[src/acc_disp_pkg.sv]
// Widths, vector types, FSM-free enums and queue depth for the accelerator dispatcher
package acc_disp_pkg;

  // Datapath widths
  localparam int XLEN = 64;
  localparam int INSN_W = 32;

  // Scoreboard size, one bitmap bit per entry
  localparam int NR_SB_ENTRIES = 8;
  localparam int TRANS_ID_W = $clog2(NR_SB_ENTRIES);

  // Instruction queue in front of the request register
  localparam int INSN_QUEUE_DEPTH = 3;
  localparam int QUEUE_CNT_W = $clog2(INSN_QUEUE_DEPTH + 1);

  // Outstanding accelerator loads or stores per counter
  localparam int LS_CNT_W = 3;

  typedef logic [XLEN-1:0] xlen_t;
  typedef logic [INSN_W-1:0] insn_t;
  typedef logic [TRANS_ID_W-1:0] trans_id_t;
  typedef logic [QUEUE_CNT_W-1:0] queue_cnt_t;
  typedef logic [LS_CNT_W-1:0] ls_cnt_t;

  // Functional unit of the instruction at issue
  typedef enum logic [1:0] {
    FU_NONE,
    FU_LOAD,
    FU_STORE,
    FU_ACCEL
  } fu_e;

  // Memory class of an accelerator instruction
  typedef enum logic [1:0] {
    ACC_OP_OTHER,
    ACC_OP_LOAD,
    ACC_OP_STORE
  } acc_op_e;

endpackage

[src/acc_req_if.sv]
// Dispatch handshake interface between instruction queue, request stage and trackers
`timescale 1ns/100ps

interface acc_req_if;

  // Handshake, a dispatch is valid and ready on the same edge
  logic valid;
  logic ready;

  // Request payload, stable while valid waits for ready
  acc_disp_pkg::insn_t insn;
  acc_disp_pkg::xlen_t rs1;
  acc_disp_pkg::xlen_t rs2;
  acc_disp_pkg::trans_id_t trans_id;
  acc_disp_pkg::acc_op_e op;

  // Queue side, offers the non-speculative head
  modport source (
    output valid,
    output insn,
    output rs1,
    output rs2,
    output trans_id,
    output op,
    input  ready
  );

  // Request register side
  modport sink (
    input  valid,
    input  insn,
    input  rs1,
    input  rs2,
    input  trans_id,
    input  op,
    output ready
  );

  // Trackers watch dispatches only
  modport monitor (
    input valid,
    input ready,
    input insn,
    input rs1,
    input rs2,
    input trans_id,
    input op
  );

endinterface

[src/acc_insn_queue.sv]
// Fall-through accelerator instruction queue with head gated on non-speculation
`timescale 1ns/100ps

module acc_insn_queue (
  input  logic                    clk_i,
  input  logic                    reset_i,
  input  logic                    push_i,
  input  logic                    flush_i,
  input  acc_disp_pkg::insn_t     insn_i,
  input  acc_disp_pkg::xlen_t     rs1_i,
  input  acc_disp_pkg::xlen_t     rs2_i,
  input  acc_disp_pkg::trans_id_t trans_id_i,
  input  acc_disp_pkg::acc_op_e   op_i,
  input  logic                    head_nonspec_i,
  output logic                    head_valid_o,
  output acc_disp_pkg::trans_id_t head_trans_id_o,
  output logic                    queue_full_o,
  acc_req_if.source               req
);

  // Storage, one slot per queue entry
  acc_disp_pkg::insn_t     insn_mem     [acc_disp_pkg::INSN_QUEUE_DEPTH];
  acc_disp_pkg::xlen_t     rs1_mem      [acc_disp_pkg::INSN_QUEUE_DEPTH];
  acc_disp_pkg::xlen_t     rs2_mem      [acc_disp_pkg::INSN_QUEUE_DEPTH];
  acc_disp_pkg::trans_id_t trans_id_mem [acc_disp_pkg::INSN_QUEUE_DEPTH];
  acc_disp_pkg::acc_op_e   op_mem       [acc_disp_pkg::INSN_QUEUE_DEPTH];

  acc_disp_pkg::queue_cnt_t rd_ptr_q;
  acc_disp_pkg::queue_cnt_t wr_ptr_q;
  acc_disp_pkg::queue_cnt_t count_q;

  logic push;
  logic pop;

  // Circular pointer advance, wraps at the last slot
  function automatic acc_disp_pkg::queue_cnt_t next_ptr(input acc_disp_pkg::queue_cnt_t ptr);
    if (ptr == acc_disp_pkg::queue_cnt_t'(acc_disp_pkg::INSN_QUEUE_DEPTH - 1)) begin
      return '0;
    end
    return ptr + 1'b1;
  endfunction

  assign queue_full_o = (count_q == acc_disp_pkg::queue_cnt_t'(acc_disp_pkg::INSN_QUEUE_DEPTH));
  assign head_valid_o = (count_q != '0);
  assign head_trans_id_o = trans_id_mem[rd_ptr_q];

  // Head leaves only once it reached the scoreboard head
  assign req.valid = head_valid_o && head_nonspec_i;
  assign req.insn = insn_mem[rd_ptr_q];
  assign req.rs1 = rs1_mem[rd_ptr_q];
  assign req.rs2 = rs2_mem[rd_ptr_q];
  assign req.trans_id = trans_id_mem[rd_ptr_q];
  assign req.op = op_mem[rd_ptr_q];

  assign pop = req.valid && req.ready;
  // A push into a full queue is only taken when a slot frees on the same edge
  assign push = push_i && (!queue_full_o || pop);

  // Pointers and occupancy, flush empties the queue
  always_ff @(posedge clk_i) begin
    if (reset_i || flush_i) begin
      rd_ptr_q <= '0;
      wr_ptr_q <= '0;
      count_q <= '0;
    end else begin
      if (push) begin
        wr_ptr_q <= next_ptr(wr_ptr_q);
      end
      if (pop) begin
        rd_ptr_q <= next_ptr(rd_ptr_q);
      end
      case ({push, pop})
        2'b10: count_q <= count_q + 1'b1;
        2'b01: count_q <= count_q - 1'b1;
        default: count_q <= count_q;
      endcase
    end
  end

  // Payload write, no reset on the storage
  always_ff @(posedge clk_i) begin
    if (push) begin
      insn_mem[wr_ptr_q] <= insn_i;
      rs1_mem[wr_ptr_q] <= rs1_i;
      rs2_mem[wr_ptr_q] <= rs2_i;
      trans_id_mem[wr_ptr_q] <= trans_id_i;
      op_mem[wr_ptr_q] <= op_i;
    end
  end

endmodule

[src/acc_spec_tracker.sv]
// Pending and ready bitmaps per transaction ID, deciding when the queue head is non-speculative
`timescale 1ns/100ps

module acc_spec_tracker (
  input  logic                    clk_i,
  input  logic                    reset_i,
  input  logic                    flush_i,
  input  logic                    push_i,
  input  acc_disp_pkg::trans_id_t push_trans_id_i,
  input  logic                    commit_valid_i,
  input  acc_disp_pkg::trans_id_t commit_trans_id_i,
  input  logic                    head_valid_i,
  input  acc_disp_pkg::trans_id_t head_trans_id_i,
  output logic                    head_nonspec_o,
  acc_req_if.monitor              req
);

  // Received but not yet committed
  logic [acc_disp_pkg::NR_SB_ENTRIES-1:0] pending_d;
  logic [acc_disp_pkg::NR_SB_ENTRIES-1:0] pending_q;
  // Committed but not yet dispatched
  logic [acc_disp_pkg::NR_SB_ENTRIES-1:0] ready_d;
  logic [acc_disp_pkg::NR_SB_ENTRIES-1:0] ready_q;

  logic commit_hit;
  logic dispatch;

  // Commit only counts for an ID the queue actually holds
  assign commit_hit = commit_valid_i && pending_q[commit_trans_id_i];
  assign dispatch = req.valid && req.ready;

  always_comb begin
    pending_d = pending_q;
    ready_d = ready_q;

    // New instruction entered the queue
    if (push_i) begin
      pending_d[push_trans_id_i] = 1'b1;
    end
    // Everything still speculative is dropped
    if (flush_i) begin
      pending_d = '0;
    end

    // Scoreboard head reached, move from pending to ready
    if (commit_hit) begin
      pending_d[commit_trans_id_i] = 1'b0;
      ready_d[commit_trans_id_i] = 1'b1;
    end

    // Dispatch last, so a same-cycle commit and dispatch leaves the bit clear
    if (dispatch) begin
      ready_d[req.trans_id] = 1'b0;
    end
  end

  always_ff @(posedge clk_i) begin
    if (reset_i) begin
      pending_q <= '0;
      ready_q <= '0;
    end else begin
      pending_q <= pending_d;
      ready_q <= ready_d;
    end
  end

  // Head may leave if already committed or committed right now
  assign head_nonspec_o = head_valid_i &&
                          (ready_q[head_trans_id_i] ||
                           (commit_hit && (commit_trans_id_i == head_trans_id_i)));

endmodule

[src/acc_req_stage.sv]
// One-entry fall-through request register toward the accelerator
`timescale 1ns/100ps

module acc_req_stage (
  input  logic                    clk_i,
  input  logic                    reset_i,
  input  logic                    acc_req_ready_i,
  acc_req_if.sink                 req,
  output logic                    acc_req_valid_o,
  output acc_disp_pkg::insn_t     acc_insn_o,
  output acc_disp_pkg::xlen_t     acc_rs1_o,
  output acc_disp_pkg::xlen_t     acc_rs2_o,
  output acc_disp_pkg::trans_id_t acc_trans_id_o
);

  logic full_q;
  logic load;

  // Held request payload
  acc_disp_pkg::insn_t     insn_q;
  acc_disp_pkg::xlen_t     rs1_q;
  acc_disp_pkg::xlen_t     rs2_q;
  acc_disp_pkg::trans_id_t trans_id_q;

  // Room only while nothing is held
  assign req.ready = !full_q;

  // Capture when the accelerator does not take the request at once
  assign load = !full_q && req.valid && !acc_req_ready_i;

  always_ff @(posedge clk_i) begin
    if (reset_i) begin
      full_q <= 1'b0;
    end else if (full_q) begin
      // Held request leaves on accelerator ready
      full_q <= !acc_req_ready_i;
    end else begin
      full_q <= load;
    end
  end

  always_ff @(posedge clk_i) begin
    if (load) begin
      insn_q <= req.insn;
      rs1_q <= req.rs1;
      rs2_q <= req.rs2;
      trans_id_q <= req.trans_id;
    end
  end

  // Held entry has priority, else pass the offer straight through
  assign acc_req_valid_o = full_q || req.valid;
  assign acc_insn_o = full_q ? insn_q : req.insn;
  assign acc_rs1_o = full_q ? rs1_q : req.rs1;
  assign acc_rs2_o = full_q ? rs2_q : req.rs2;
  assign acc_trans_id_o = full_q ? trans_id_q : req.trans_id;

endmodule

[src/acc_mem_tracker.sv]
// Accelerator load/store counters, scalar issue stall and store-barrier halt
`timescale 1ns/100ps

module acc_mem_tracker (
  input  logic                  clk_i,
  input  logic                  reset_i,
  input  logic                  flush_i,
  input  logic                  issue_hs_i,
  input  acc_disp_pkg::fu_e     issue_fu_i,
  input  acc_disp_pkg::acc_op_e issue_acc_op_i,
  input  logic                  queue_full_i,
  input  logic                  acc_load_complete_i,
  input  logic                  acc_store_complete_i,
  input  logic                  acc_store_pending_i,
  input  logic                  commit_st_barrier_i,
  acc_req_if.monitor            req,
  output logic                  issue_stall_o,
  output logic                  ctrl_halt_o
);

  logic accept;
  logic dispatch;
  logic accept_ld;
  logic accept_st;
  logic disp_ld;
  logic disp_st;
  logic ld_pending;
  logic st_pending;
  logic wait_store_d;
  logic wait_store_q;

  // Speculative counts can still be flushed
  acc_disp_pkg::ls_cnt_t spec_ld_q;
  acc_disp_pkg::ls_cnt_t spec_st_q;
  // Dispatched counts live until the accelerator reports completion
  acc_disp_pkg::ls_cnt_t disp_ld_q;
  acc_disp_pkg::ls_cnt_t disp_st_q;

  // Up/down step with clear, up and down together cancel
  function automatic acc_disp_pkg::ls_cnt_t cnt_next(
    input acc_disp_pkg::ls_cnt_t cnt,
    input logic up,
    input logic down,
    input logic clr
  );
    if (clr) begin
      return '0;
    end
    case ({up, down})
      2'b10: return cnt + 1'b1;
      2'b01: return cnt - 1'b1;
      default: return cnt;
    endcase
  endfunction

  assign accept = issue_hs_i && (issue_fu_i == acc_disp_pkg::FU_ACCEL) && !flush_i;
  assign accept_ld = accept && (issue_acc_op_i == acc_disp_pkg::ACC_OP_LOAD);
  assign accept_st = accept && (issue_acc_op_i == acc_disp_pkg::ACC_OP_STORE);

  assign dispatch = req.valid && req.ready;
  assign disp_ld = dispatch && (req.op == acc_disp_pkg::ACC_OP_LOAD);
  assign disp_st = dispatch && (req.op == acc_disp_pkg::ACC_OP_STORE);

  always_ff @(posedge clk_i) begin
    if (reset_i) begin
      spec_ld_q <= '0;
      spec_st_q <= '0;
      disp_ld_q <= '0;
      disp_st_q <= '0;
    end else begin
      spec_ld_q <= cnt_next(spec_ld_q, accept_ld, disp_ld, flush_i);
      spec_st_q <= cnt_next(spec_st_q, accept_st, disp_st, flush_i);
      disp_ld_q <= cnt_next(disp_ld_q, disp_ld, acc_load_complete_i, 1'b0);
      disp_st_q <= cnt_next(disp_st_q, disp_st, acc_store_complete_i, 1'b0);
    end
  end

  assign ld_pending = (spec_ld_q != '0) || (disp_ld_q != '0);
  assign st_pending = (spec_st_q != '0) || (disp_st_q != '0);

  // Stall choice follows the unit at issue
  always_comb begin
    case (issue_fu_i)
      acc_disp_pkg::FU_ACCEL: issue_stall_o = queue_full_i;
      // Scalar load may not pass an accelerator store
      acc_disp_pkg::FU_LOAD: issue_stall_o = st_pending;
      // Scalar store may not pass any accelerator memory access
      acc_disp_pkg::FU_STORE: issue_stall_o = st_pending || ld_pending;
      default: issue_stall_o = 1'b0;
    endcase
  end

  // Set by a committed barrier, held until no store is pending
  assign wait_store_d = (wait_store_q || commit_st_barrier_i) && acc_store_pending_i;

  always_ff @(posedge clk_i) begin
    if (reset_i) begin
      wait_store_q <= 1'b0;
    end else begin
      wait_store_q <= wait_store_d;
    end
  end

  assign ctrl_halt_o = wait_store_q;

endmodule

[src/acc_dispatcher.sv]
// Accelerator dispatcher top level with queue, trackers, request register and response path
`timescale 1ns/100ps

module acc_dispatcher (
  input  logic                    clk_i,
  input  logic                    reset_i,
  // Issue stage
  input  logic                    issue_hs_i,
  input  acc_disp_pkg::fu_e       issue_fu_i,
  input  acc_disp_pkg::acc_op_e   issue_acc_op_i,
  input  acc_disp_pkg::insn_t     issue_insn_i,
  input  acc_disp_pkg::xlen_t     issue_rs1_i,
  input  acc_disp_pkg::xlen_t     issue_rs2_i,
  input  acc_disp_pkg::trans_id_t issue_trans_id_i,
  output logic                    issue_stall_o,
  input  logic                    flush_i,
  // Commit stage
  input  logic                    commit_valid_i,
  input  acc_disp_pkg::trans_id_t commit_trans_id_i,
  input  logic                    commit_st_barrier_i,
  output logic                    ctrl_halt_o,
  // Accelerator request
  output logic                    acc_req_valid_o,
  input  logic                    acc_req_ready_i,
  output acc_disp_pkg::insn_t     acc_insn_o,
  output acc_disp_pkg::xlen_t     acc_rs1_o,
  output acc_disp_pkg::xlen_t     acc_rs2_o,
  output acc_disp_pkg::trans_id_t acc_trans_id_o,
  // Accelerator response
  input  logic                    acc_resp_valid_i,
  input  acc_disp_pkg::trans_id_t acc_resp_trans_id_i,
  input  acc_disp_pkg::xlen_t     acc_resp_result_i,
  input  logic                    acc_resp_error_i,
  input  logic                    acc_load_complete_i,
  input  logic                    acc_store_complete_i,
  input  logic                    acc_store_pending_i,
  // Writeback
  output logic                    result_valid_o,
  output acc_disp_pkg::trans_id_t result_trans_id_o,
  output acc_disp_pkg::xlen_t     result_o,
  output logic                    exception_valid_o
);

  logic                    push;
  logic                    head_valid;
  logic                    head_nonspec;
  logic                    queue_full;
  acc_disp_pkg::trans_id_t head_trans_id;

  acc_req_if req_if ();

  // Accelerator instruction accepted at issue, a flush drops it
  assign push = issue_hs_i && (issue_fu_i == acc_disp_pkg::FU_ACCEL) && !flush_i;

  acc_insn_queue insn_queue_i (
    .clk_i           (clk_i),
    .reset_i         (reset_i),
    .push_i          (push),
    .flush_i         (flush_i),
    .insn_i          (issue_insn_i),
    .rs1_i           (issue_rs1_i),
    .rs2_i           (issue_rs2_i),
    .trans_id_i      (issue_trans_id_i),
    .op_i            (issue_acc_op_i),
    .head_nonspec_i  (head_nonspec),
    .head_valid_o    (head_valid),
    .head_trans_id_o (head_trans_id),
    .queue_full_o    (queue_full),
    .req             (req_if.source)
  );

  acc_spec_tracker spec_tracker_i (
    .clk_i             (clk_i),
    .reset_i           (reset_i),
    .flush_i           (flush_i),
    .push_i            (push),
    .push_trans_id_i   (issue_trans_id_i),
    .commit_valid_i    (commit_valid_i),
    .commit_trans_id_i (commit_trans_id_i),
    .head_valid_i      (head_valid),
    .head_trans_id_i   (head_trans_id),
    .head_nonspec_o    (head_nonspec),
    .req               (req_if.monitor)
  );

  acc_req_stage req_stage_i (
    .clk_i           (clk_i),
    .reset_i         (reset_i),
    .acc_req_ready_i (acc_req_ready_i),
    .req             (req_if.sink),
    .acc_req_valid_o (acc_req_valid_o),
    .acc_insn_o      (acc_insn_o),
    .acc_rs1_o       (acc_rs1_o),
    .acc_rs2_o       (acc_rs2_o),
    .acc_trans_id_o  (acc_trans_id_o)
  );

  acc_mem_tracker mem_tracker_i (
    .clk_i                (clk_i),
    .reset_i              (reset_i),
    .flush_i              (flush_i),
    .issue_hs_i           (issue_hs_i),
    .issue_fu_i           (issue_fu_i),
    .issue_acc_op_i       (issue_acc_op_i),
    .queue_full_i         (queue_full),
    .acc_load_complete_i  (acc_load_complete_i),
    .acc_store_complete_i (acc_store_complete_i),
    .acc_store_pending_i  (acc_store_pending_i),
    .commit_st_barrier_i  (commit_st_barrier_i),
    .req                  (req_if.monitor),
    .issue_stall_o        (issue_stall_o),
    .ctrl_halt_o          (ctrl_halt_o)
  );

  // Responses are always accepted and forwarded unregistered
  assign result_valid_o = acc_resp_valid_i;
  assign result_trans_id_o = acc_resp_trans_id_i;
  assign result_o = acc_resp_result_i;
  // Accelerator error raises an illegal-instruction exception
  assign exception_valid_o = acc_resp_valid_i && acc_resp_error_i;

endmodule

[config.mk]
export PLATFORM = sky130hd
export DESIGN_NAME = acc_dispatcher
export DESIGN_NICKNAME = d
export VERILOG_FILES = /design/src/acc_disp_pkg.sv /design/src/acc_req_if.sv /design/src/acc_insn_queue.sv /design/src/acc_spec_tracker.sv /design/src/acc_req_stage.sv /design/src/acc_mem_tracker.sv /design/src/acc_dispatcher.sv
export SDC_FILE = /design/constraint.sdc
export NUM_CORES = 1
export LEC_CHECK = 0
export ABC_AREA = 1
export ABC_CLOCK_PERIOD_IN_PS = 10700
export BUFFER_PORTS_ARGS = -buffer_cell sky130_fd_sc_hd__buf_4
export CORE_MARGIN = 3
export CORE_UTILIZATION = 56
export CTS_CLUSTER_SIZE = 40
export DETAILED_ROUTE_END_ITERATION = 6
export PLACE_DENSITY_LB_ADDON = 0.3
export SLEW_MARGIN = 40
export SYNTH_ARGS = -nofsm -noshare
export SYNTH_HDL_FRONTEND = slang
export SYNTH_HIERARCHICAL = 1
export SYNTH_SLANG_ARGS = --single-unit
[constraint.sdc]
create_clock -name clk_i -period 10.7 [get_ports clk_i]
set_input_delay 0.535 -clock clk_i [delete_from_list [all_inputs] [get_ports clk_i]]
set_output_delay 0.535 -clock clk_i [all_outputs]
set_load 0.02 [all_outputs]
# Word-level counts from Yosys, hierarchy flattened

Memory sizes are Yosys's and may differ from the RTL's. A register that Yosys moved wholly into a read port is not among the register bits.
Index checks and enable logic that the tools add are counted.

Bits in registers: 199
Memory bits (writable): 495
Bits of input ports: 249
Output and inout port bits: 235
Logic and storage cells: 158
Memories: 5

$add $sub $neg: 12
Magnitude comparators: 6
Equality and inequality tests: 21
Mux-type cells: 53
Bitwise gates (word level): 6
Reductions and logical operators: 40

Memories:

| name                      | depth | bits a word | read ports | clocked after Yosys merged registers in | write ports | line                 | source |
|---|---|---|---|---|---|---|---|
| insn_queue_i.rs1_mem      | 3     | 64          | 1          | 1                                       | 1           | acc_insn_queue.sv:23 | `acc_disp_pkg::xlen_t rs1_mem [acc_disp_pkg::INSN_QUEUE_DEPTH];` |
| insn_queue_i.rs2_mem      | 3     | 64          | 1          | 1                                       | 1           | acc_insn_queue.sv:24 | `acc_disp_pkg::xlen_t rs2_mem [acc_disp_pkg::INSN_QUEUE_DEPTH];` |
| insn_queue_i.insn_mem     | 3     | 32          | 1          | 1                                       | 1           | acc_insn_queue.sv:22 | `acc_disp_pkg::insn_t insn_mem [acc_disp_pkg::INSN_QUEUE_DEPTH];` |
| insn_queue_i.trans_id_mem | 3     | 3           | 1          | 1                                       | 1           | acc_insn_queue.sv:25 | `acc_disp_pkg::trans_id_t trans_id_mem [acc_disp_pkg::INSN_QUEUE_DEPTH];` |
| insn_queue_i.op_mem       | 3     | 2           | 1          | 1                                       | 1           | acc_insn_queue.sv:26 | `acc_disp_pkg::acc_op_e op_mem [acc_disp_pkg::INSN_QUEUE_DEPTH];` |

Operators with widths:

| kind                                                                                | number |
|---|---|
| 64-bit 2-to-1 mux                                                                   | 2 |
| 8-bit 2-to-1 mux                                                                    | 5 |
| 32-bit 2-to-1 mux                                                                   | 1 |
| 2-bit 2-to-1 mux                                                                    | 14 |
| 2-bit equality test, second input constant                                          | 12 |
| 3-bit case mux with 2 select lines                                                  | 4 |
| 1-bit logical AND                                                                   | 18 |
| 3-bit nonzero test                                                                  | 6 |
| 8-bit AND                                                                           | 2 |
| 2-bit by 1-bit equality test with 1-bit output, second input constant               | 8 |
| 1-bit 2-to-1 mux                                                                    | 16 |
| 8-bit inverter                                                                      | 2 |
| 8-bit bitwise OR                                                                    | 2 |
| 3-bit by 1-bit adder with 3-bit output, second input constant                       | 4 |
| 3-bit by 4-bit < comparator with 1-bit output, second input constant                | 3 |
| 3-bit 2-to-1 mux                                                                    | 4 |
| 3-bit by 1-bit subtractor with 3-bit output, second input constant                  | 4 |
| 1-bit demux with 3-bit select                                                       | 3 |
| 3-bit by 1-bit greater-or-equal comparator with 1-bit output, second input constant | 3 |
| 1-bit logical OR                                                                    | 8 |
| 2-bit nonzero test                                                                  | 4 |
| 2-bit by 1-bit adder with 2-bit output, second input constant                       | 3 |
| 1-bit binary-select mux with 3-bit select                                           | 2 |
| 1-bit zero test                                                                     | 4 |
| other kinds (4)                                                                     | 4 |

# Depth between registers and ports, before layout

Depth in word-level cells: 13
Mapped depth: 27
Gate-level depth less buffers: 25

# Modules after synthesis

The synthesis kept the hierarchy.

By module, submodules not included:

| module           | instances | cells an instance | area an instance (µm²) | sequential area each (µm²) |
|---|---|---|---|---|
| acc_insn_queue   | 1         | 1286              | 18537.8                | 15024.4 |
| acc_req_stage    | 1         | 698               | 6984.2                 | 4914.7 |
| acc_spec_tracker | 1         | 162               | 1103.6                 | 320.3 |
| acc_mem_tracker  | 1         | 127               | 958.4                  | 260.2 |
| acc_dispatcher   | 1         | 74                | 535.5                  | 0.0 |

# Worst setup path after synthesis

Ideal clock, no wire load.

Path type: register to register
Start point: register (tool-made name)
End point: register req_stage_i.insn_q[0] (enable)
Setup time: 0.687 ns
Arrival: 8.804 ns
Required time: 10.013 ns
Setup slack: 1.209 ns
Stages on the path, launching flop included: 16
Buffers on the path: 2
Period minus slack after synthesis: 9.491 ns
Cells stage by stage: dfxtp_1 inv_2 buf_2 buf_2 nand2_1 a21oi_1 inv_1 nand2_1 nand4_1 nor2_1 nand3_2 a21oi_2 inv_1 nor2_2 nand2_1 nor2_1

RTL lines:

| element              | line                | source |
|---|---|---|
| end signal, assigned | acc_req_stage.sv:44 | `insn_q <= req.insn;` |
| end, declared        | acc_req_stage.sv:20 | `acc_disp_pkg::insn_t insn_q;` |

==> run_results.csv <==
group,metric,value,unit
place,dp_cells,3194,
critical_path,cp_num_cells,16,
die,io_pins,484,
finish,final_layout_size_suffix_gt1_frac,0.2043,
yosys,synth_fp_nets,2602,
drt,drt_iter0_drc,1797,
cts,clock_latency,0.61,ns
cts,ctsHoldBuffers,0,
pwr,powerDensity,168.0,mW/mm^2
drt,antenna_left,0,
global_route,grt-ovfl-total,0,
critical_path,r2r_slack,5.55,ns
timing,period_needed,5.148,ns
critical_path,cp.required,10.91,ns
global_route,met1_usage,0.3405,
critical_path,critPathMaxStageDelay,0.69,ns
die,num_rows,81,
yosys,yosysMostFrequentCell,"nand2_1",
drt,drt-total-wl,69270,um
yosys,synth-main-ff-cell,"edfxtp_1",
timing,tns,0,ns
critical_path,cpLargestDelayFamily,"buffers and inverters",
yosys,netlist_area,0.02812,mm^2
place,dpl_cell_area,0.03078,mm^2
run_status,outcome,"finished clean",
yosys,seq_area_frac_synth,0.7297,
drt,wl_per_cell,20.84,um
critical_path,r2r_cells,16,
place,port_buffers,349,
finish,final_cell_area,0.03303,mm^2
finish,nets,2857,
timing,whs,0.1193,ns
place,gp_congestion,0.8612,
finish,syn_to_final_growth,17.45,%
timing,tightest_slew,0.8461,ns
global_route,grt_max_degree,109,
min_path,hold_path_end,"insn_queue_i/insn_mem[1][27]",
timing,hold_violations,0,
timing,timing.fmax,0.1943,GHz
timing,timing.final.crit_share,0.4811,
timing,rsz0062_at_grt,"false",
yosys,yosysTopAreaCell,"edfxtp_1",
die,fp.dieH,230.1,um
global_route,grt_first_pass_wirelength,104900,um
yosys,synth.area.top_cells,"edfxtp_1 70%, nand2_1 9.5%, a21oi_1 6.3%",
global_route,antenna_found_initial,9,
critical_path,cp.arrival,5.36,ns
critical_path,start_kind,"flop",
timing,setup_viol,0,
global_route,grt.busiest_layer,"met2",
global_route,grt_pass1_vias,18281,
critical_path,worstPathCellList,"buf_12 -> buf_12 -> inv_6 -> nand2_1 -> a21oi_1 -> inv_1 -> a21oi_1 -> o21ai_0 -> nand3b_1 -> nand2_1 -> a21oi_2 -> nand3_4 -> nand2_2 -> nand3_1 -> inv_8 -> buf_6",
critical_path,critPathCaptureType,"flop",
critical_path,cp.buffers_inverters,6,
min_path,hold_path.startpoint,"issue_insn_i[27]",
die,die_area,0.05294,mm^2
cts,cts_tree,"done",
cts,htree_levels,3,
timing,finClkSkew,0.02858,ns
die,initial_core_util,0.5709,
drt,dr.pass1.iters,5,
place,place_ws,5.541,ns
global_route,track_usage,0.2566,
place,post-dp-hpwl,42400,um
cts,ctsLongestPathBuffers,3,
min_path,holdPathStages,1,
yosys,ys_top_cells_by_count,"714 x nand2_1, 658 x edfxtp_1, 356 x a21oi_1",
yosys,synth-seq-cells,696,
cts,ctsResizeCount,0,
die,core_area,0.04925,mm^2
pwr,vdd_drop_max,111.1,uV
critical_path,critPathKind,"reg -> reg",
critical_path,r2r-end,"insn_queue_i/rs2_mem[1][45]",
pwr,p_leak,12.75,nW
drt,vias_per_cell,5.569,
global_route,use_met2,0.4103,
yosys,synthArstFlopShare,0,
finish,fin_cells,3323,
critical_path,crit_slowest_cell,"buf_6",
timing,setup_ws,5.552,ns
yosys,syn-instance-count,2347,
drt,vias,18507,
yosys,yosysWarnings,6,
cts,cts.sinks,696,
cts,post_cts_buffers,0,
cts,cts.clk_slew.worst_paths,0.06,ns
cts,cts_buffers,70,
timing,slew_headroom,0.4359,
cts,cts_root_buffer,"clkbuf_16",
min_path,hold_path_class,"in -> reg",
yosys,synth_area_per_cell,11.98,um^2
flow_run,cap_violations,0,
finish,postLayoutCoreUtil,0.6705,
yosys,ys_types,37,
global_route,grt_util_met3,0.06702,
yosys,synth_edf_count,658,
pwr,power,5.548,mW
timing,maxSlewViolCount,0,
yosys,synth.top_cell.area_share,0.7027,
critical_path,crit_fanout,94,
drt,drc,0,
die,die_x,230.1,um
## cell families (layout without fill, tap and decap cells)
logic type               after synthesis  count (layout)  share of synthesized area
XOR/XNOR                               1               1                  0.0003115
flip-flops                           696             696                     0.7297
other                                  0               6                          0
buffers and inverters                262             568                    0.05153
adder cells (fa/ha/maj)                6               6                   0.003738
AND/OR/NAND/NOR                      991             991                     0.1432
AO/OA/AOI/OAI                        391             391                    0.07146
## layer usage
metal	vias up	part of all wire
li1	8530	-
met1	9024	0.40
met2	821	0.48
met3	122	0.089
met4	10	0.029
met5	-	0.00082
## power breakdown
part           switching, mW  total [mW]  internal [mW]
sequential           0.00544        2.99           2.99
clock                  0.998        2.38           1.38
combinational          0.102       0.179         0.0773
total                   1.11        5.55           4.44
## worst reg2reg max path: cells and delay by family, from the launching register on
| family | cells | cell delay, ns |
|---|---|---|
| flops | 1 | 0.40 |
| buf+inv | 6 | 2.59 |
| compound gates | 4 | 0.98 |
| simple gates | 6 | 0.76 |
## area by class of cell
class                   count  area (um^2)
clock buffers              81         1878
fillers                  3554        16230
clock inverters            42        351.6
flip-flops and latches    696        20530
repair buffers            369         2935
well taps                 664        830.8
multi-input cells        1389         6166
diodes                      6        15.01
inverters                  76        317.8
## state kept, by name (all words and copies together), names as in the netlist, 2 cells and up, named ones only
register,flops
insn_queue_i/rs1_mem,192
insn_queue_i/rs2_mem,192
insn_queue_i/insn_mem,96
req_stage_i/rs1_q,64
req_stage_i/rs2_q,64
req_stage_i/insn_q,32
insn_queue_i/trans_id_mem,9
spec_tracker_i/pending_q,8
spec_tracker_i/ready_q,8
insn_queue_i/op_mem,6
mem_tracker_i/disp_ld_q,3
mem_tracker_i/disp_st_q,3
mem_tracker_i/spec_ld_q,3
mem_tracker_i/spec_st_q,3
req_stage_i/trans_id_q,3
insn_queue_i/count_q,2
insn_queue_i/rd_ptr_q,2
insn_queue_i/wr_ptr_q,2
## layout by cell type (no fill, tap or decap), types with 3 or more instances in the layout
| master | netlist | routed |
|---|---|---|
| a21oi_1 | 356 | 356 |
| a21oi_2 | 13 | 13 |
| buf_12 | 0 | 7 |
| buf_16 | 0 | 3 |
| buf_4 | 89 | 355 |
| buf_6 | 2 | 3 |
| bufinv_16 | 0 | 5 |
| clkbuf_1 | 2 | 7 |
| clkbuf_16 | 0 | 74 |
| clkinv_1 | 3 | 15 |
| clkinv_2 | 0 | 18 |
| dfxtp_1 | 38 | 35 |
| dfxtp_4 | 0 | 3 |
| diode_2 | 0 | 6 |
| edfxtp_1 | 658 | 658 |
| fa_1 | 4 | 4 |
| inv_1 | 62 | 59 |
| inv_2 | 10 | 8 |
| inv_6 | 0 | 5 |
| nand2_1 | 714 | 714 |
| nand2_2 | 3 | 3 |
| nand2_4 | 7 | 7 |
| nand3_1 | 10 | 10 |
| nand3_2 | 13 | 13 |
| nand3b_1 | 5 | 5 |
| nand4_1 | 13 | 13 |
| nor2_1 | 204 | 202 |
| nor2_2 | 7 | 7 |
| nor2_4 | 2 | 4 |
| nor3_1 | 6 | 6 |
| o21ai_0 | 19 | 19 |
## worst max-delay path by stage
stage               from                           to  slack, ns
floorplan           flop        req_stage_i/insn_q[0]       1.21
global placement    flop  insn_queue_i/rs2_mem[1][52]       4.72
detailed placement  flop  insn_queue_i/insn_mem[0][8]       5.54
CTS                 flop  insn_queue_i/rs1_mem[0][19]       5.49
global route        flop   insn_queue_i/rs1_mem[1][5]       5.10
finish              flop  insn_queue_i/rs2_mem[1][45]       5.55
(Power assumes the default switching activity.)
